===== src/include/speech_fe_defs.svh =====
`ifndef SPEECH_FE_DEFS_SVH
`define SPEECH_FE_DEFS_SVH

// Number of audio channels, one frame lane each
`define FE_CHANNELS 4

// Samples per frame
`define FE_FRAME_LEN 32

// New samples between the starts of consecutive frames
`define FE_HOP 16

// Pre-emphasis coefficient 0.97 in Q15
`define FE_PREEMPH_Q15 16'h7C29

`endif


===== src/logic/speech_fe_pkg.sv =====
`default_nettype none

`include "speech_fe_defs.svh"

package speech_fe_pkg;

    localparam real PI = 3.14159265358979323846;

    // Q15 audio sample
    typedef logic signed [15:0] sample_t;

    typedef logic [$clog2(`FE_CHANNELS)-1:0] chan_t;

    // Position within a frame
    typedef logic [$clog2(`FE_FRAME_LEN)-1:0] idx_t;

    // Tagged input word
    typedef struct packed {
        chan_t   chan;
        sample_t sample;
    } in_sample_s;

    // One windowed output word
    typedef struct packed {
        chan_t   chan;
        idx_t    index;
        logic    last;
        sample_t sample;
    } win_sample_s;

    // Hamming coefficient k in Q15, rounded to nearest
    function automatic sample_t hamming_coef(input int k);
        real w;
        w = 0.54 - 0.46 * $cos(2.0 * PI * real'(k) / real'(`FE_FRAME_LEN - 1));
        // Window is always positive, so adding a half rounds to nearest
        return sample_t'($rtoi(32767.0 * w + 0.5));
    endfunction

endpackage

`default_nettype wire


===== src/logic/sample_router.sv =====
`default_nettype none

`include "speech_fe_defs.svh"

module sample_router (
    input  logic                        clk,
    input  logic                        rst_n,
    input  logic                        in_valid,
    input  speech_fe_pkg::in_sample_s   in_data,
    output logic [`FE_CHANNELS-1:0]     lane_wr,
    output speech_fe_pkg::sample_t      lane_sample
);

    logic [`FE_CHANNELS-1:0] wr_dec;
    logic                    tag_ok;

    // Tags beyond the last lane are dropped
    assign tag_ok = int'(in_data.chan) < `FE_CHANNELS;

    always_comb begin
        wr_dec = '0;
        if (in_valid && tag_ok) begin
            wr_dec[in_data.chan] = 1'b1;
        end
    end

    always_ff @(posedge clk or negedge rst_n) begin
        if (!rst_n) begin
            lane_wr <= '0;
        end else begin
            lane_wr <= wr_dec;
        end
    end

    // Shared sample bus, qualified by lane_wr
    always_ff @(posedge clk) begin
        if (in_valid) begin
            lane_sample <= in_data.sample;
        end
    end

endmodule

`default_nettype wire


===== config.mk =====
export PLATFORM = sky130hd
export DESIGN_NAME = sample_router
export DESIGN_NICKNAME = d
export VERILOG_FILES = /design/src/logic/speech_fe_pkg.sv /design/src/logic/sample_router.sv
export VERILOG_INCLUDE_DIRS = /design/src /design/src/include
export SDC_FILE = /design/constraint.sdc
export NUM_CORES = 1
export LEC_CHECK = 0
export BUFFER_PORTS_ARGS = -buffer_cell sky130_fd_sc_hd__buf_2
export CORE_AREA = 2 2 42 44
export CTS_BUF_LIST = sky130_fd_sc_hd__clkbuf_8
export CTS_CLUSTER_SIZE = 24
export DETAILED_ROUTE_END_ITERATION = 8
export DIE_AREA = 0 0 44 46
export PLACE_DENSITY = 0.76
export SYNTH_ARGS = -nofsm -noshare
export SYNTH_HDL_FRONTEND = slang
export SYNTH_SLANG_ARGS = --single-unit

===== constraint.sdc =====
create_clock -name clk -period 0.8 [get_ports clk]
set_input_delay 0.08 -clock clk [delete_from_list [all_inputs] [get_ports clk]]
set_output_delay 0.08 -clock clk [all_outputs]
set_load 0.05 [all_outputs]

* Word-level counts from Yosys, hierarchy flattened *
Index checks and enable logic that the tools add are counted.

word-level totals
  bits of input ports = 21
  memory bits (writable) = 0
  word-level logic and storage cells = 8
  register bits after elaboration = 20
  latch bits = 0
  output and inout port bits = 20
  memories kept = 0
  bits in read-only memories = 0

operators by class
  bitwise operators = 0
  eq/ne operators = 0
  shift-type cells = 0
  reductions and logical operators = 1
  divide/modulo/power cells = 0
  $add $sub $neg = 0
  $mul = 0
  $lt $le $gt $ge = 2
  muxes and demuxes = 3

operators with widths
  operator              count
  $mux W4               1
  $lt A2 B3 Y1 const B  1
  $demux W1 S2          1
  $ge A2 B1 Y1 const B  1
  $logic_and A1 B1 Y1   1
  $mux W1               1

* Depth between registers and ports, before layout *
  depth in word-level cells = 5
  mapped depth = 1
  gate-level depth less buffers = 1

* Worst setup path after synthesis *
No wires, ideal clock.

  path kind = flip-flop to output port
  start = reg lane_sample[0]
  end = out lane_sample[0]
  arrival time = 0.601 ns
  setup slack = 0.119 ns
  path buffers = 0
  stages on the path, launching flop included = 1
  required time = 0.720 ns
  cells stage by stage = edfxtp_1

RTL lines
  what                    line                 source
  start, declared         sample_router.sv:11  output speech_fe_pkg::sample_t lane_sample
  start signal, assigned  sample_router.sv:38  lane_sample <= in_data.sample;

No word-level cell between the ends.

* Final worst setup path *
  start = reg lane_sample[10]
  end = out lane_sample[10]

No word-level cell between the ends.

==> results.json <==
{
  "status": "finished, violations left",
  "violations": "negative setup slack",
  "crit_chain": "buf_6",
  "numCtsBuffers": 3,
  "tns_ps": -1480,
  "finalHoldViolCount": 0,
  "antenna_found_initial": 0,
  "slew_viol_final": 0,
  "p_leak_nw": 0.5071,
  "gp_congestion": 0.6184,
  "netlist_top_cells_area": "edfxtp_1 78%, dfrtp_1 16%, and3b_1 2.8%",
  "synth_cell_type_count": 5,
  "cts-root-buf": "clkbuf_8",
  "clk_pin_slew_ps": 70,
  "yosys_register_bits": 20,
  "die_w_um": 44,
  "cts_tree": "built",
  "synthAdderAreaFrac": 0,
  "p_per_area_mw_per_mm2": 2137,
  "vdd_drop_max_mv": 1.096,
  "rsz0062_at_grt": "yes",
  "core_area_mm2": 0.001614,
  "worstSetupPathType": "reg2out",
  "synth_top_family_by_area": "simple AND/OR/NAND/NOR gates",
  "p_total_w": 0.002414,
  "areaGrowthSynthToFinish_pct": 82.79,
  "crit_slowest_cell": "edfxtp_1",
  "wl_um": 1312,
  "critical_path.top_delay_family": "flip-flops",
  "port_buffers": 40,
  "yosysWarnings": 0,
  "die_h_um": 46,
  "yosysTopAreaCell": "edfxtp_1",
  "drc": 0,
  "multi_input_comb_area_um2": 37.54,
  "post-route-min-period_ps": 904.7,
  "num-fill-cells": 112,
  "crit_required_ps": 720,
  "maxCapViolations": 0,
  "final_antenna_net_count": 0,
  "synth-xor-area-share": 0,
  "netlist_instances": 24,
  "wl_per_cell_um": 13.67,
  "grt_max_degree": 17,
  "clock_sinks": 20,
  "timing.final.ws_setup_ps": -104.7,
  "num_vias": 436,
  "synthDominantCellAreaShare": 0.7773,
  "start_util": 0.3829,
  "synth_nets": 45,
  "diodes": 0,
  "synth_compound_area_frac": 0,
  "arrival_ps": 820,
  "grt_pass1_vias": 442,
  "startpoint_type": "flop",
  "cts_setup_buffers": 0,
  "ios": 41,
  "tightest_slew_ps": 145.0,
  "period_share": 1.131,
  "setup_viol": 20,
  "cpPeakStageDelay_ps": 400,
  "fmax_ghz": 1.105,
  "ctsHtreeMaxLevel": 1,
  "die-area_mm2": 0.002024,
  "grt_overflow": 0,
  "avgViaCountPerCell": 4.542,
  "relSlewSlack": 0.9029,
  "synth_area_per_cell_um2": 25.75,
  "cts_max_path_buffers": 2,
  "layout-drive-gt1-share": 0.5823,
  "crit_fanout": 1,
  "grt_pass1_wl_um": 1787,
  "path_buf_inv": 1,
  "ff_latch_area_um2": 580.6,
  "grt_usage": 0.1317,
  "ys_seq_area_frac": 0.9393,
  "holdCritPathClass": "in2reg",
  "endpoint_kind": "primary output",
  "yosys.area_share.simple": 0.06073,
  "drt_iter0_markers": 5,
  "nets": 101,
  "muxShareOfSynthArea": 0,
  "rows": 15,
  "synth_area_um2": 618.1,
  "dr.pass1.iters": 3
}
-- layer usage --
layer | routed length [µm] | GRT usage
met5 | 0 | 0
met4 | 0 | 0.07273
met3 | 168 | 0.04365
met2 | 757 | 0.2529
met1 | 385 | 0.1195
-- cells in the final DEF (no fill, tap or decap) --
cell / netlist / routed
buf_2: 0 / 20
nor3b_2: 1 / 1
buf_6: 0 / 20
and3_2: 1 / 1
dlygate4sd3_1: 0 / 10
clkbuf_8: 0 / 3
dfrtp_1: 4 / 4
edfxtp_1: 16 / 16
clkinv_1: 0 / 1
buf_12: 0 / 1
and3b_1: 2 / 2
-- Yosys cell counts (all sizes together) --
cell,count
edfxtp,16
dfrtp,4
and3b,2
nor3b,1
and3,1
-- registers in the layout (all words and copies together), names as in the netlist --
| name | cells |
|---|---|
| lane_sample | 16 |
| lane_wr | 4 |
-- where the power goes --
part | total (W) | switching (W) | leakage [nW] | internal (W)
clock | 0.000631 | 0.000291 | 0.0231 | 0.000340
sequential | 0.00124 | 0.0000333 | 0.210 | 0.00121
combinational | 0.000542 | 0.000327 | 0.274 | 0.000215
-- per-stage QoR --
step	utilization	area (µm²)	worst slack, ps	instances	hold WS, ps
floorplan	-	618.1	119.4	24	-215.6
global placement	0.5326	859.6	145.3	82	-115.7
detailed placement	0.5326	859.6	130.0	82	-110.3
CTS	0.6752	1090	-111.4	92	1.273
global route	0.7000	1130	-131.9	96	0.5777
finish	0.7000	1130	-104.7	96	9.959
-- cell families (layout without fill, tap and decap cells) --
kind of cell | count (synthesis) | after routing
buffers and inverters | 0 | 55
AND/OR/NAND/NOR | 4 | 4
flip-flops | 20 | 20
-- area by class of cell --
| type | count | area share |
|---|---|---|
| clock buffers | 3 | 0.03654 |
| multi-input cells | 4 | 0.03322 |
| well taps | 17 | 0.01883 |
| repair buffers | 51 | 0.3942 |
| flip-flops and latches | 20 | 0.5138 |
| clock inverters | 1 | 0.003322 |
-- final timing paths --
| path | startpoint | to | cells past startpoint |
|---|---|---|---|
| min in group asynchronous | rst_n | lane_wr[2] | 2 |
| worst min-delay path | in_data[4] | lane_sample[4] | 1 |
| worst max-delay path | lane_sample[10] | lane_sample[10] | 1 |
| max in group asynchronous | rst_n | lane_wr[1] | 2 |
-- repair_timing --
action	CTS	global route
pin swaps	0	0
hold buffers	6	4
gates resized for setup	40	0
setup endpoints to repair	20	20
hold endpoints to repair	9	4
No activity file was read; power rests on OpenSTA's default activity.
