==> src/include/speech_fe_defs.svh <==
`ifndef SPEECH_FE_DEFS_SVH
`define SPEECH_FE_DEFS_SVH

// Number of audio channels, one frame lane each
`define FE_CHANNELS 4

// Samples per frame
`define FE_FRAME_LEN 32

// New samples between the starts of consecutive frames
`define FE_HOP 16

// Pre-emphasis coefficient 0.97 in Q15
`define FE_PREEMPH_Q15 16'h7C29

`endif

==> src/logic/speech_fe_pkg.sv <==
`default_nettype none

`include "speech_fe_defs.svh"

package speech_fe_pkg;

    localparam real PI = 3.14159265358979323846;

    // Q15 audio sample
    typedef logic signed [15:0] sample_t;

    typedef logic [$clog2(`FE_CHANNELS)-1:0] chan_t;

    // Position within a frame
    typedef logic [$clog2(`FE_FRAME_LEN)-1:0] idx_t;

    // Tagged input word
    typedef struct packed {
        chan_t   chan;
        sample_t sample;
    } in_sample_s;

    // One windowed output word
    typedef struct packed {
        chan_t   chan;
        idx_t    index;
        logic    last;
        sample_t sample;
    } win_sample_s;

    // Hamming coefficient k in Q15, rounded to nearest
    function automatic sample_t hamming_coef(input int k);
        real w;
        w = 0.54 - 0.46 * $cos(2.0 * PI * real'(k) / real'(`FE_FRAME_LEN - 1));
        // Window is always positive, so adding a half rounds to nearest
        return sample_t'($rtoi(32767.0 * w + 0.5));
    endfunction

endpackage

`default_nettype wire

==> src/logic/frame_arbiter.sv <==
`default_nettype none

`include "speech_fe_defs.svh"

module frame_arbiter (
    input  logic                        clk,
    input  logic                        rst_n,
    input  logic [`FE_CHANNELS-1:0]     frame_ready,
    output logic [`FE_CHANNELS-1:0]     grant,
    input  logic [`FE_CHANNELS-1:0]     rd_valid,
    input  speech_fe_pkg::sample_t      rd_sample [`FE_CHANNELS],
    input  speech_fe_pkg::idx_t         rd_index [`FE_CHANNELS],
    input  logic [`FE_CHANNELS-1:0]     rd_last,
    output logic                        out_valid,
    output speech_fe_pkg::win_sample_s  out_data
);
    import speech_fe_pkg::*;

    localparam int N = `FE_CHANNELS;

    logic  busy;
    chan_t cur;
    chan_t cand;
    chan_t pick;
    logic  found;
    logic  start;
    logic  stream_last;

    // Search starts at the lane after the one served last
    always_comb begin
        pick  = cur;
        cand  = cur;
        found = 1'b0;
        for (int i = 1; i <= N; i++) begin
            cand = chan_t'((int'(cur) + i) % N);
            if (!found && frame_ready[cand]) begin
                pick  = cand;
                found = 1'b1;
            end
        end
    end

    assign start       = !busy && found;
    assign stream_last = rd_valid[cur] && rd_last[cur];

    always_ff @(posedge clk or negedge rst_n) begin
        if (!rst_n) begin
            busy      <= 1'b0;
            cur       <= chan_t'(N - 1);
            grant     <= '0;
            out_valid <= 1'b0;
        end else begin
            grant     <= '0;
            out_valid <= busy && rd_valid[cur];
            if (start) begin
                busy        <= 1'b1;
                cur         <= pick;
                grant[pick] <= 1'b1;
            end else if (busy && stream_last) begin
                busy <= 1'b0;
            end
        end
    end

    // Granted lane's stream, tagged with its channel
    always_ff @(posedge clk) begin
        if (busy && rd_valid[cur]) begin
            out_data.chan   <= cur;
            out_data.index  <= rd_index[cur];
            out_data.last   <= rd_last[cur];
            out_data.sample <= rd_sample[cur];
        end
    end

endmodule

`default_nettype wire

==> config.mk <==
export PLATFORM = sky130hd
export DESIGN_NAME = frame_arbiter
export DESIGN_NICKNAME = d
export VERILOG_FILES = /design/src/logic/speech_fe_pkg.sv /design/src/logic/frame_arbiter.sv
export VERILOG_INCLUDE_DIRS = /design/src /design/src/include
export SDC_FILE = /design/constraint.sdc
export NUM_CORES = 1
export LEC_CHECK = 0
export BUFFER_PORTS_ARGS = -buffer_cell sky130_fd_sc_hd__buf_2
export CORE_MARGIN = 10
export CORE_UTILIZATION = 36
export CTS_CLUSTER_SIZE = 25
export DETAILED_ROUTE_END_ITERATION = 8
export PLACE_DENSITY = 0.82
export SYNTH_ARGS = -nofsm -noshare
export SYNTH_HDL_FRONTEND = slang
export SYNTH_SLANG_ARGS = --single-unit
==> constraint.sdc <==
create_clock -name clk -period 2 [get_ports clk]
set_clock_uncertainty 0.2 [all_clocks]
set_input_delay 0 -clock clk [delete_from_list [all_inputs] [get_ports clk]]
set_output_delay 0 -clock clk [all_outputs]
set_load 0.01 [all_outputs]
After elaboration in Yosys (flattened, before gate mapping):

Index checks and enable logic that the tools add are counted.

* logic and storage cells: 65
* bits of input ports: 98
* output and inout port bits: 29
* register bits: 32

* add/sub/neg operators: 4
* muxes and demuxes: 31
* $lt $le $gt $ge: 8
* reductions and logical operators: 13
* bitwise logic cells: 1

Operator list (count)
* $bmux W16 S2: 1
* $mux W16: 2
* $lt A2 B3 Y1 const B: 6
* $mux W1: 13
* $bmux W1 S2: 6
* $bmux W5 S2: 1
* $mux W5: 2
* $logic_and A1 B1 Y1: 8
* $mux W2: 4
* $add A2 B1 Y2 const B: 2
* $add A2 B2 Y2 const B: 2
* $logic_not A1 Y1: 4
* $mux W4: 1
* $ge A3 B3 Y1 const B: 1
* $not A2 Y3: 1
* $demux W1 S2: 1
* $ge A2 B1 Y1 const B: 1
* $reduce_bool A2 Y1: 1

Longest topological paths before layout:

* word-level depth: 18
* gate-level depth with buffers: 5
* gate-level depth less buffers: 4

Worst setup path after synthesis:

Ideal clock, no wire load.

* path kind: register to register
* from: register cur[0]
* to: register out_data[0] in the netlist's numbering, enable pin
* cell stages (with the launch flop): 4
* library setup time: 365 ps
* arrival time: 1557 ps
* path slack: -122 ps
* path buffers: 1
* data required time: 1435 ps
* path through: dfstp_2 > buf_6 > mux4_2 > and2_1

* longest elaborated chain between the ends: 3

RTL lines
* start: declaration: RTL line frame_arbiter.sv:22 `chan_t cur;`
* start signal: assignment: RTL line frame_arbiter.sv:49 `cur <= chan_t'(N - 1);`
* start signal: assignment: RTL line frame_arbiter.sv:57 `cur <= pick;`
* $bmux W1 S2: RTL line frame_arbiter.sv:67 `if (busy && rd_valid[cur]) begin`
* $mux W1 (implied by the code): RTL line frame_arbiter.sv:67
* $logic_and A1 B1 Y1: RTL line frame_arbiter.sv:67
* end: declaration: RTL line frame_arbiter.sv:15 `output speech_fe_pkg::win_sample_s out_data`

No other way between the ends. The select of a mux whose other input is x is not followed.
A chain may end at the register's enable or synchronous reset.

Worst setup path after layout:

* from: register cur[0]
* to: register cur[0]

* longest elaborated chain between the ends: 14

RTL lines
* $add A2 B1 Y2: RTL line frame_arbiter.sv:35 `cand = chan_t'((int'(cur) + i) % N);`
* $bmux W1 S2: RTL line frame_arbiter.sv:36 `if (!found && frame_ready[cand]) begin`
* $mux W1 (implied by the code): RTL line frame_arbiter.sv:36
* $mux W1: RTL line frame_arbiter.sv:36
* $logic_not A1 Y1: RTL line frame_arbiter.sv:36
* $logic_and A1 B1 Y1: RTL line frame_arbiter.sv:36
* $mux W1: RTL line frame_arbiter.sv:36
* $logic_not A1 Y1: RTL line frame_arbiter.sv:36
* $logic_and A1 B1 Y1: RTL line frame_arbiter.sv:36
* $mux W1: RTL line frame_arbiter.sv:36
* $logic_not A1 Y1: RTL line frame_arbiter.sv:36
* $logic_and A1 B1 Y1: RTL line frame_arbiter.sv:36
* $mux W1: RTL line frame_arbiter.sv:36
* $logic_and A1 B1 Y1: RTL line frame_arbiter.sv:43 `assign start = !busy && found;`

Parallel ways exist; a longest one is shown, timed or not. The select of a mux whose other input is x is not followed.

==> impl_metrics.py <==
metrics = {
    "outcome": {
        "status": "finished clean",
    },
    "global_routing": {
        "gr-total-overflow": 0,
        "grt_pass1_wl_um": 11200,
        "grt_pass1_vias": 2039,
        "grt_max_degree": 28,
        "antenna_found_initial": 0,
        "track_usage_pct": 19.0,
    },
    "final_layout": {
        "antenna_cells": 0,
        "regArea_um2": 923,
        "finalNetCount": 410,
        "utilization_pct": 78.0,
        "multi_input_area_um2": 681,
        "synthToLayoutAreaGrowth_pct": 108,
        "drive_gt1_share_pct": 52.4,
        "fillers": 259,
    },
    "critical_path": {
        "path_class": "flip-flop to flip-flop",
        "crit_end": "cur[0]$_DFFE_PN1P_",
        "required_ns": 2.00,
        "cpPeakStageDelay_ns": 0.58,
        "crit_family": "flip-flops",
        "r2r_cells": 5,
        "reg2reg_setup_slack_ns": 0.10,
        "cp.depth": 5,
        "crit_buf_inv": 1,
        "reg2reg_from": "cur[0]$_DFFE_PN1P_",
        "worstSetupEndpointType": "flip-flop",
        "critical_path.max_fanout": 15,
        "cp-start-kind": "flip-flop",
        "crit_slowest_cell": "dfstp_2",
        "critPathLaunch": "cur[0]$_DFFE_PN1P_",
        "path_cells": "buf_12, nand2b_1, o21ai_1, a221o_1, mux2_2",
        "r2r_end": "cur[0]$_DFFE_PN1P_",
        "cp.arrival_ns": 1.90,
    },
    "timing": {
        "worstMarginPinSlew_ns": 0.430,
        "period_minus_slack_ns": 1.90,
        "fmax_ghz": 0.527,
        "hold_violations": 0,
        "maxSlewHeadroom_pct": 71.1,
        "rsz0062_at_grt": "false",
        "finalSetupViolCount": 0,
        "drv_slew": 0,
        "post-route-period-util_pct": 94.8,
    },
    "min_path": {
        "hold_class": "input pin to flip-flop",
    },
    "synthesis": {
        "synthCells": 85,
        "ys_warn_count": 0,
        "syn-cell-area_um2": 1640,
        "synth_top_area_share_pct": 43.8,
        "yosys.area.top_type": "edfxtp_1",
        "synth_edf_count": 24,
        "ys.flop_type": "edfxtp_1",
        "synth_async_sr_flop_share_pct": 25.0,
        "yosysSeqAreaShare_pct": 56.2,
        "synthTopCellsByCount": "edfxtp_1, mux4_2, dfrtp_1",
        "yosys.cell_count.top_type": "edfxtp_1",
        "synth_nets": 183,
        "ys_ff_latch": 32,
        "synth_area_leaders": "edfxtp_1, mux4_2, dfrtp_1",
        "ys_types": 23,
        "syn_avg_cell_area_um2": 19.3,
    },
    "die": {
        "rows": 24,
        "dieArea_um2": 7670,
        "coreArea_um2": 4380,
        "start_util_pct": 37.5,
        "die_w_um": 87.6,
        "die_h_um": 87.6,
        "io-pin-count": 127,
    },
    "place": {
        "detailedPlacementHpwl_um": 4650,
        "gp_congestion": 0.796,
        "port_buffers": 126,
    },
    "clock_network": {
        "cts.path.max_buffers": 2,
        "numCtsBuffers": 5,
        "postCtsSetupRepairBufs": 0,
        "htreeDepth": 2,
        "clkLatencyLatePin_ns": 0.27,
        "root_buffer": "clkbuf_8",
        "clock-sinks": 32,
        "cts_tree": "yes",
        "path_clk_slew_ns": 0.06,
    },
    "routing": {
        "via_count": 1829,
        "wl_um": 7480,
        "vias_per_cell": 5.01,
        "drt_iter0_drc": 81,
        "wl_per_cell_um": 20.5,
        "drtAntennaViolNets": 0,
        "drc_errors": 0,
        "drtPass1Iterations": 4,
    },
    "power_and_ir_drop": {
        "p_total_w": 0.00373,
        "vdd_drop_max_mv": 0.568,
        "power.density_nw_per_um2": 1090,
        "p_leak_nw": 1.53,
    },
    "run": {
        "maxCapViolCount": 0,
    },
}
sequential cells by signal (all words and copies together) (netlist names):
register and count:
busy 1, grant 4, cur 2, out_valid 1
out_data 24
per-layer routing:
layer | vias to the layer above | share of wire (%) | global-route usage [%]
met3 | 10 | 9.5 | 6.41
li1 | 818 | - | -
met5 | - | 0 | 0
met4 | 0 | 1.7 | 5.80
met2 | 108 | 54 | 33.9
met1 | 893 | 35 | 20.8
how the worst min path moves through the flow:
stage | start | to | slack (ns) | depth (start not counted)
6_report | frame_ready[1] | busy$_DFFE_PN0P_ | 0.02 | 4
5_1_grt | rst_n | cur[0]$_DFFE_PN1P_ | 0.04 | 2
4_1_cts | frame_ready[1] | busy$_DFFE_PN0P_ | 0.001 | 4
3_5_place_dp | rst_n | busy$_DFFE_PN0P_ | -0.35 | 1
3_3_place_gp | rst_n | grant[1]$_DFF_PN0_ | -0.35 | 1
2_1_floorplan | rst_n | busy$_DFFE_PN0P_ | -0.50 | 0
placed cells by master, fill, tap and decap left out, types with 3 or more instances in the layout:
cell             n
edfxtp_1        24
clkbuf_8         5
nand2b_1         3
dfrtp_1          6
mux4_2          22
nor2_1           3
buf_2          126
dlygate4sd3_1   97
what timing repair did:
item / in CTS / in global routing
pin swaps: 0 / 2
endpoints found under the setup margin: 2 / 29
endpoints found under the hold margin: 32 / 0
resized for setup: 1 / 3
hold buffers: 97 / 0
area by class of cell:
| type | instances | share of cell area [%] |
|---|---|---|
| timing repair buffer | 226 | 47.8 |
| tap | 52 | 1.90 |
| clock inverter | 2 | 1.02 |
| inverter | 2 | 0.219 |
| clock buffer | 6 | 2.12 |
| sequential | 32 | 27.0 |
| multi-input combinational | 45 | 19.9 |
cell families after synthesis:
family	synth area share (%)
AOI/OAI and AO/OA	3.81
buffers and inverters	2.59
DFF	56.2
muxes	32.4
and+or+nand+nor	5.02
worst register-to-register path, delay by kind of cell (launching register included):
kind                   cells  cell delay, ns
AO/OA/AOI/OAI              2            0.45
AND/OR/NAND/NOR            1            0.14
multiplexers               1            0.29
flip-flops                 1            0.58
buffers and inverters      1            0.17
per-stage QoR:
step	TNS (ns)	std cells	instance area, um^2	setup slack, ns	hold slack (ns)
floorplan	0	85	1650	0.0217	-0.496
global placement	0	260	2330	0.0244	-0.351
detailed placement	-0.0247	260	2330	-0.0225	-0.352
CTS	0	365	3410	0.00920	0.00109
global route	0	365	3420	0.00322	0.0378
finish	0	365	3420	0.103	0.0219
where the power goes:
part           switching (W)  internal, W  leakage [nW]  total, W
Combinational       0.000889     0.000937          1.14   0.00183
Sequential          0.000114      0.00120         0.329   0.00131
Clock               0.000219     0.000369        0.0552  0.000588
Note: power is estimated with default switching activity, not from simulation.
