**src/include/speech_fe_defs.svh**
```systemverilog
`ifndef SPEECH_FE_DEFS_SVH
`define SPEECH_FE_DEFS_SVH

// Number of audio channels, one frame lane each
`define FE_CHANNELS 4

// Samples per frame
`define FE_FRAME_LEN 32

// New samples between the starts of consecutive frames
`define FE_HOP 16

// Pre-emphasis coefficient 0.97 in Q15
`define FE_PREEMPH_Q15 16'h7C29

`endif

```
**src/logic/speech_fe_pkg.sv**
```systemverilog
`default_nettype none

`include "speech_fe_defs.svh"

package speech_fe_pkg;

    localparam real PI = 3.14159265358979323846;

    // Q15 audio sample
    typedef logic signed [15:0] sample_t;

    typedef logic [$clog2(`FE_CHANNELS)-1:0] chan_t;

    // Position within a frame
    typedef logic [$clog2(`FE_FRAME_LEN)-1:0] idx_t;

    // Tagged input word
    typedef struct packed {
        chan_t   chan;
        sample_t sample;
    } in_sample_s;

    // One windowed output word
    typedef struct packed {
        chan_t   chan;
        idx_t    index;
        logic    last;
        sample_t sample;
    } win_sample_s;

    // Hamming coefficient k in Q15, rounded to nearest
    function automatic sample_t hamming_coef(input int k);
        real w;
        w = 0.54 - 0.46 * $cos(2.0 * PI * real'(k) / real'(`FE_FRAME_LEN - 1));
        // Window is always positive, so adding a half rounds to nearest
        return sample_t'($rtoi(32767.0 * w + 0.5));
    endfunction

endpackage

`default_nettype wire

```
**src/logic/frame_lane.sv**
```systemverilog
`default_nettype none

`include "speech_fe_defs.svh"

module frame_lane (
    input  logic                    clk,
    input  logic                    rst_n,
    input  logic                    wr,
    input  speech_fe_pkg::sample_t  wr_sample,
    input  logic                    grant,
    output logic                    frame_ready,
    output logic                    rd_valid,
    output speech_fe_pkg::sample_t  rd_sample,
    output speech_fe_pkg::idx_t     rd_index,
    output logic                    rd_last,
    output logic                    overrun
);
    import speech_fe_pkg::*;

    localparam int      RING_LEN = 2 * `FE_FRAME_LEN;
    localparam int      PTR_W    = $clog2(RING_LEN);
    localparam sample_t PREEMPH  = sample_t'(`FE_PREEMPH_Q15);

    typedef logic [PTR_W-1:0] ptr_t;

    sample_t ring [RING_LEN];
    sample_t coef_rom [`FE_FRAME_LEN];

    sample_t prev_sample;
    ptr_t    wr_ptr;
    ptr_t    base_ptr;
    idx_t    hop_cnt;
    logic    first_done;
    logic    frame_done;
    logic    accept;

    logic signed [31:0] pe_prod;
    logic signed [16:0] pe_shift;
    logic signed [16:0] pe_diff;
    sample_t            pe_out;

    idx_t               fetch_k;
    ptr_t               fetch_ptr;
    logic signed [31:0] win_prod;

    // Window table, fixed at elaboration
    for (genvar k = 0; k < `FE_FRAME_LEN; k++) begin : g_coef
        localparam sample_t COEF = hamming_coef(k);
        assign coef_rom[k] = COEF;
    end

    // y(n) = x(n) - a*x(n-1), saturated
    always_comb begin
        pe_prod  = PREEMPH * prev_sample;
        pe_shift = 17'(pe_prod >>> 15);
        pe_diff  = 17'(wr_sample) - pe_shift;
        if (pe_diff[16] != pe_diff[15]) begin
            pe_out = pe_diff[16] ? 16'sh8000 : 16'sh7FFF;
        end else begin
            pe_out = pe_diff[15:0];
        end
    end

    // First frame needs a full frame of samples, later ones a hop
    assign frame_done = wr && (first_done ? (hop_cnt == idx_t'(`FE_HOP - 1))
                                          : (hop_cnt == idx_t'(`FE_FRAME_LEN - 1)));

    // A frame completing while the last one is pending or in readout is lost
    assign accept = frame_done && !frame_ready && !rd_valid;

    always_ff @(posedge clk or negedge rst_n) begin
        if (!rst_n) begin
            prev_sample <= '0;
            wr_ptr      <= '0;
            hop_cnt     <= '0;
            first_done  <= 1'b0;
        end else if (wr) begin
            prev_sample <= wr_sample;
            wr_ptr      <= wr_ptr + 1'b1;
            if (frame_done) begin
                hop_cnt    <= '0;
                first_done <= 1'b1;
            end else begin
                hop_cnt <= hop_cnt + 1'b1;
            end
        end
    end

    always_ff @(posedge clk) begin
        if (wr) begin
            ring[wr_ptr] <= pe_out;
        end
    end

    // Oldest sample of the new frame
    always_ff @(posedge clk) begin
        if (accept) begin
            base_ptr <= wr_ptr - ptr_t'(`FE_FRAME_LEN - 1);
        end
    end

    always_ff @(posedge clk or negedge rst_n) begin
        if (!rst_n) begin
            frame_ready <= 1'b0;
            overrun     <= 1'b0;
        end else begin
            if (accept) begin
                frame_ready <= 1'b1;
            end else if (grant) begin
                frame_ready <= 1'b0;
            end
            if (frame_done && (frame_ready || rd_valid)) begin
                overrun <= 1'b1;
            end
        end
    end

    // Next window position to fetch
    assign fetch_k   = rd_valid ? rd_index + 1'b1 : '0;
    assign fetch_ptr = base_ptr + ptr_t'(fetch_k);
    assign win_prod  = ring[fetch_ptr] * coef_rom[fetch_k];

    always_ff @(posedge clk or negedge rst_n) begin
        if (!rst_n) begin
            rd_valid <= 1'b0;
            rd_index <= '0;
            rd_last  <= 1'b0;
        end else if (grant) begin
            rd_valid <= 1'b1;
            rd_index <= '0;
            rd_last  <= 1'b0;
        end else if (rd_valid) begin
            rd_valid <= !rd_last;
            rd_index <= rd_index + 1'b1;
            rd_last  <= !rd_last && (rd_index == idx_t'(`FE_FRAME_LEN - 2));
        end
    end

    always_ff @(posedge clk) begin
        if (grant || rd_valid) begin
            rd_sample <= win_prod[30:15];
        end
    end

endmodule

`default_nettype wire

```
**config.mk**
```make
export PLATFORM = sky130hd
export DESIGN_NAME = frame_lane
export DESIGN_NICKNAME = d
export VERILOG_FILES = /design/src/logic/speech_fe_pkg.sv /design/src/logic/frame_lane.sv
export VERILOG_INCLUDE_DIRS = /design/src /design/src/include
export SDC_FILE = /design/constraint.sdc
export NUM_CORES = 2
export LEC_CHECK = 0
export ABC_CLOCK_PERIOD_IN_PS = 10920
export BUFFER_PORTS_ARGS = -buffer_cell sky130_fd_sc_hd__buf_2
export CORE_ASPECT_RATIO = 1.5
export CORE_MARGIN = 4
export CORE_UTILIZATION = 35
export CTS_CLUSTER_SIZE = 28
export DETAILED_ROUTE_END_ITERATION = 7
export SLEW_MARGIN = 20
export SYNTH_ARGS = -nofsm -noshare
export SYNTH_HDL_FRONTEND = slang
export SYNTH_SLANG_ARGS = --single-unit
```
**constraint.sdc**
```tcl
create_clock -name clk -period 10.92 [get_ports clk]
set_clock_uncertainty 0.05 [all_clocks]
set_input_delay 0.546 -clock clk [delete_from_list [all_inputs] [get_ports clk]]
set_output_delay 0.546 -clock clk [all_outputs]
set_load 0.05 [all_outputs]
```
* Yosys cells after proc, flatten, opt, wreduce, memory -nomap -nowiden
Memories as Yosys holds them, arrays and structs flattened.
Index checks and enable logic that the tools add are counted.
W data, S select, Z words.
** Word-level totals
- Flip-flop bits (word level) :: 59
- Memory bits (writable) :: 1024
- Bits in read-only memories :: 512
- Bits of input ports :: 20
- Output and inout port bits :: 25
- Memories :: 2
** Memory list
- ring :: depth 64, width 16, rd ports 1, clocked after memory_dff 0, write ports 1, RTL line frame_lane.sv:26 : sample_t ring [RING_LEN];
- (name not given) :: depth 32, width 16, rd ports 1, clocked after memory_dff 0, write ports 0, RTL line frame_lane.sv:121 : assign win_prod = ring[fetch_ptr] * coef_rom[fetch_k];
** Operators by class
- $add $sub $neg :: 6
- Multiply operators :: 2
- Magnitude comparators :: 1
- Equal/unequal tests :: 4
- Multiplexer cells :: 17
- Bitwise operators :: 1
- Reductions and logical operators :: 13
** Operators by type and width (number)
- $mux W16 :: 4
- $mul A16 B16 Y32 const A :: 1
- $mul A16 B16 Y31 :: 1
- $mux W5 :: 4
- $sub A16 B17 Y17 :: 1
- $add A5 B1 Y5 const B :: 2
- $eq A5 B5 Y1 const B :: 2
- $mux W1 :: 9
- $add A6 B1 Y6 const B :: 1
- $add A6 B5 Y6 :: 1
- $ge A6 B6 Y1 const B :: 1
- $not A5 Y6 :: 1
- $sub A6 B5 Y6 const B :: 1
- $eq A5 B4 Y1 const B :: 1
- $logic_and A1 B1 Y1 :: 5
- $reduce_bool A2 Y1 :: 2
- $logic_not A1 Y1 :: 3
- $logic_or A1 B1 Y1 :: 2
- $reduce_and A2 Y1 :: 1
- $ne A1 B1 Y1 :: 1

* Longest topological paths before layout
- Depth in word-level cells :: 7
- Mapped depth :: 46
- Depth with buffers taken out :: 39

* Worst setup path after synthesis
Ideal clock, no wire load.
- Kind :: register -> register
- From :: register prev_sample[4]
- To :: memory ring[0][9] in the netlist's numbering (data pin)
- Setup time :: 702 ps
- Arrival time :: 9830 ps
- Required time :: 10168 ps
- Setup slack :: 339 ps
- Cell stages (with the launch flop) :: 34
- Cell sequence :: dfrtp_1 > fa_1 > inv_1 > fa_1 > inv_1 > ha_1 > inv_1 > fa_1 > inv_1 > fa_1 > fa_1 > ha_1 > nor2b_1 > o21ai_1 > nand2b_1 > a21o_1 > a221o_1 > or2_2 > and2_1 > o21ai_0 > nand2_1 > ha_1 > inv_1 > o21ai_0 > a21oi_1 > nand2b_1 > a21boi_0 > o41ai_2 > o311ai_0 > a21oi_1 > xnor2_1 > a21oi_2 > clkbuf_1 > o21ai_0
** On the way
- Cells in the longest elaborated chain, start to end :: 4
- Elaborated cells on any way between the ends :: 5
- Those cells by class :: add/sub: 1; mul: 1; eq/ne: 1; mux: 2
** RTL lines
- start, declared :: RTL line frame_lane.sv:29 : sample_t prev_sample;
- start signal, assigned :: RTL line frame_lane.sv:78 : prev_sample <= wr_sample;
- $mul A16 B16 Y32 (*) :: RTL line frame_lane.sv:54 : pe_prod = PREEMPH * prev_sample;
- $sub A16 B17 Y17 (*) :: RTL line frame_lane.sv:56 : pe_diff = 17'(wr_sample) - pe_shift;
- $mux W16 / $ne A1 B1 Y1 (equally long branches) :: RTL line frame_lane.sv:58, frame_lane.sv:57
- $mux W16 (*) :: RTL line frame_lane.sv:57 : if (pe_diff[16] != pe_diff[15]) begin
- named net pe_out[9] :: RTL line frame_lane.sv:40 : sample_t pe_out;
- end, declared :: RTL line frame_lane.sv:26
Mark *: on every way through the listed nets, which the timed path passes. The rest lies on a longest branch.

* Final worst setup path
- From :: register rd_index[0]
- To :: register rd_sample[12] (data pin)
** On the way
- Cells in the longest elaborated chain, start to end :: 7
- Elaborated cells on any way between the ends :: 9
- Those cells by class :: add/sub: 2; mul: 1; mux: 3; bitwise: 1; memory: 2
** RTL lines
- start, declared :: RTL line frame_lane.sv:14 : output speech_fe_pkg::idx_t rd_index,
- start signal, assigned :: RTL line frame_lane.sv:134 : rd_index <= rd_index + 1'b1;
- $add A5 B1 Y5 (*) :: RTL line frame_lane.sv:119 : assign fetch_k = rd_valid ? rd_index + 1'b1 : '0;
- $mux W5 (*) :: RTL line frame_lane.sv:119
- branches (longest 4 deep; another with $mem_v2 Z64 W16)
- $mul A16 B16 Y31 (*) :: RTL line frame_lane.sv:121
- named net win_prod[27] :: RTL line frame_lane.sv:44 : logic signed [31:0] win_prod;
- end signal, assigned :: RTL line frame_lane.sv:141 : rd_sample <= win_prod[30:15];
- end, declared :: RTL line frame_lane.sv:13 : output speech_fe_pkg::sample_t rd_sample,
Mark *: on every way through the listed nets, which the timed path passes. The select of a mux whose other input is x is not followed.
A chain may end at the register's enable or synchronous reset.

==> results by stage <==
Logic synthesis:
- The number of enable-type register cells in the synthesized netlist is 1046.
- Each instance of the synthesized netlist takes up on average 16.53 um2.
- The number of instances in the synthesized netlist is 3383.
- Ranked by total cell area, the synthesized netlist is headed by edfxtp_1, mux4_2, fa_1, ha_1, inv_1.
- The synthesis warning total is 0.
- The commonest cells after synthesis are edfxtp_1, inv_1, mux4_2.
- The top cell type by area accounts for 56.17% of the synthesized area.
- The cell type with the largest total area after synthesis is edfxtp_1.
- Synthesis produced a netlist with a net count of 3948.
- The synthesized netlist contains 80 unique library cells.
- The cell area after technology mapping is 55920 um2.
- After synthesis the netlist holds a flip-flop and latch count of 1083.
- For this run, asynchronously set or reset flops after synthesis account for 3.416%.
- The library cell with the highest instance count after synthesis is edfxtp_1.
- For this run, the leading register cell type out of synthesis is edfxtp_1.
- The sequential fraction of the synthesis area is 57.82%.

Floorplanning:
- The total die area is 166400 um2.
- For this configuration, the core starts out at a cell density of 35.22%.
- After floorplanning, the core was divided into 179 placement rows.
- The core region is 158800 um2.
- The die is 497.6 um tall.
- The die is 334.4 um wide.
- For this design the top-level I/O count stands at 45.

Placement:
- Timing analysis after detailed placement gives a worst setup slack of 0.3381 ns.
- The port buffer count is 44.
- The detailed-placement wirelength estimate is 90.83 mm.
- The global placer's final weighted congestion is 0.8600.
- The area of placed instances is 59900 um2.

Clocking:
- The number of buffers created by CTS is 103.
- The CTS sink count is 1083.
- The cell sitting at the root of the clock tree is a clkbuf_16.
- After clock tree synthesis, the clock-pin slew on the worst setup and hold paths is 0.06 ns.
- The total number of H-tree levels is 3.
- The clock network latency to the later pin of the worst-skew pair is 0.73 ns.
- In this run the deepest clock path goes through 3 buffers.
- TritonCTS built the clock tree.

Global route:
- The via count of the first global-routing pass is 31290.
- The total overflow reported by the global router is 0.
- The global routing usage summed across all routing layers is 16.20%.
- The first global-routing pass estimated 201.7 mm of wire.
- The largest net degree at the start of global routing is 65.
- The number of antenna violations at the first check in global routing is 3.

Run status:
- The flow ran to the end, and the final reports show no timing, DRC or antenna violations.

Critical path:
- For the worst setup path, the data required time is 11.32 ns.
- The worst setup path is of the reg2reg kind.
- The longest individual stage delay on the worst path is 0.93 ns.
- STA classifies the critical path endpoint as a flip-flop.
- The most common cell type on the critical path is inv_1.
- The worst endpoint data arrival time is 10.79 ns.
- The slowest cell on the critical path is fa_4.
- The kind of start point of the critical path is a flip-flop.
- The biggest fanout along the worst timing path is 22.

Detailed routing:
- In the final routed layout, each cell accounts on average for 23.41 um.
- The vias per cell is 5.098.
- The count of nets left with antenna violations after detail routing is 0.
- The number of vias in the routed layout is 29280.
- After detailed routing, the total wire length is 134.5 mm.
- The first-iteration detailed-routing DRC count is 1989.
- The DRC violations left is 0.
- The length of the first detailed-routing pass in iterations is 7.

STA:
- The worst relative slew slack is 25.04%.
- Dividing the final minimum period by the clock period gives 95.17%.
- The number of endpoints failing setup at the final stage is 0.
- The accumulated negative setup slack is 0 ns.
- The final setup slack of the worst path is 0.5273 ns.
- The number of hold violations in the final report came to 0.
- The worst path needs 10.39 ns of the cycle, external delays included.
- The max-slew violation count is 0.
- The achievable clock frequency is 96.22 MHz.
- The transition time of the tightest slew-check pin is 1.120 ns.
- The smallest hold slack is 0.05569 ns.

Layout:
- The fraction of final layout cells with drive strength greater than 1 is 22.13%.
- The number of fill cells in the layout is 14300.
- Relative to the synthesized area, the layout overhead comes to 13.44%.
- The summed area of non-filler cells in the final layout is 63440 um2.
- For this run, the post-layout net count is 4146.

Hold path:
- The path class of the tightest hold or removal check is in2reg.

Run:
- The number of maximum-capacitance constraint violations is 0.
-- layer usage --
layer  track usage (%)  up-vias  wire length, um
met5                 0        -                0
met4             5.860        0             5106
met3             1.970      234             5635
met2             30.87      731            74460
met1             18.47    15540            49270
li1                  -    12770                -
-- placed cells by master (no fill, tap or decap), drive strengths merged, types with 6 or more instances in the layout --
| master | count |
|---|---|
| mux2 | 20 |
| o21a | 8 |
| nor2b | 30 |
| mux4 | 316 |
| inv | 443 |
| nand3 | 13 |
| edfxtp | 1046 |
| clkbuf | 115 |
| o211ai | 12 |
| xnor2 | 56 |
| nor3 | 15 |
| buf | 223 |
| fa | 306 |
| a31oi | 9 |
| o31ai | 8 |
| mux2i | 25 |
| nand2b | 30 |
| nand4 | 12 |
| and2 | 13 |
| nand2 | 154 |
| and3 | 10 |
| o21ai | 48 |
| or2 | 14 |
| a211oi | 10 |
| clkinvlp | 6 |
| bufinv | 12 |
| nor2 | 224 |
| clkinv | 46 |
| a21o | 19 |
| xor2 | 23 |
| a21oi | 70 |
| ha | 239 |
| dfrtp | 37 |
-- critical path, delay by kind of cell, from the launching register on --
family,cells,cell delay (ns)
xor+xnor,1,0.08
simple gates,2,0.24
buf+inv,9,1.10
mux,2,0.96
compound gates,11,2.62
flops,1,0.43
fa+ha+maj,9,4.63
-- metrics by stage --
stage	util, %	cells
after floorplan	-	3383
after global placement	37.72	5552
after detailed placement	37.72	5552
after CTS	39.91	5739
after global routing	39.95	5742
final	39.95	5743
-- layout make-up --
| class | instances | area (um2) | share of cell area [%] |
|---|---|---|---|
| diodes | 2 | 5.005 | 0.007889 |
| clock buffers | 114 | 2619 | 4.128 |
| clock inverters | 70 | 828.3 | 1.306 |
| inverters | 437 | 1643 | 2.589 |
| multi-input cells | 1729 | 21570 | 34.00 |
| flip-flops and latches | 1083 | 32340 | 50.97 |
| well taps | 2081 | 2604 | 4.104 |
| repair buffers | 227 | 1834 | 2.891 |
-- cells by family (layout without fill, tap and decap cells) --
family          after synthesis  in the layout  synth area share, %
flops                      1083           1083                57.82
compound gates              215            215                2.656
fa+ha+maj                   545            545                16.30
buf+inv                     571            848                4.132
xor+xnor                     79             79                1.264
other cells                   0              2                    0
mux                         361            361                13.58
simple gates                529            529                4.249
-- final timing paths --
path                       depth (start not counted)  slack (ns)                     endpoint                    start
max                                               34        0.53      rd_sample[12]$_DFFE_PP_  rd_index[0]$_DFFE_PN0P_
min                                                3        0.06  prev_sample[14]$_DFFE_PN0P_            wr_sample[14]
max reg2reg                                       34        0.53      rd_sample[12]$_DFFE_PP_  rd_index[0]$_DFFE_PN0P_
min reg2reg                                        1        0.46       hop_cnt[2]$_DFFE_PN0P_   hop_cnt[2]$_DFFE_PN0P_
max in group asynchronous                          3        9.87       hop_cnt[4]$_DFFE_PN0P_                    rst_n
min in group asynchronous                          3        0.43        wr_ptr[2]$_DFFE_PN0P_                    rst_n
-- sequential cells by signal, indices dropped and copies added, names as in the netlist --
signal and cells:
base_ptr 6, first_done 1, frame_ready 1, hop_cnt 5, overrun 1, prev_sample 16
rd_index 5, rd_last 1, rd_sample 16, rd_valid 1, ring 1024, wr_ptr 6
-- what timing repair did --
item                                    in CTS  in global routing
buffers inserted                             0                  1
hold buffers                                 3                  0
resized for setup                            0                  8
hold endpoints to repair                    39                  0
endpoints found under the setup margin       0                  5
Power is left out: the tool's default activity adds up to more than one toggle a clock period on the data nets, which glitch-free logic cannot reach.
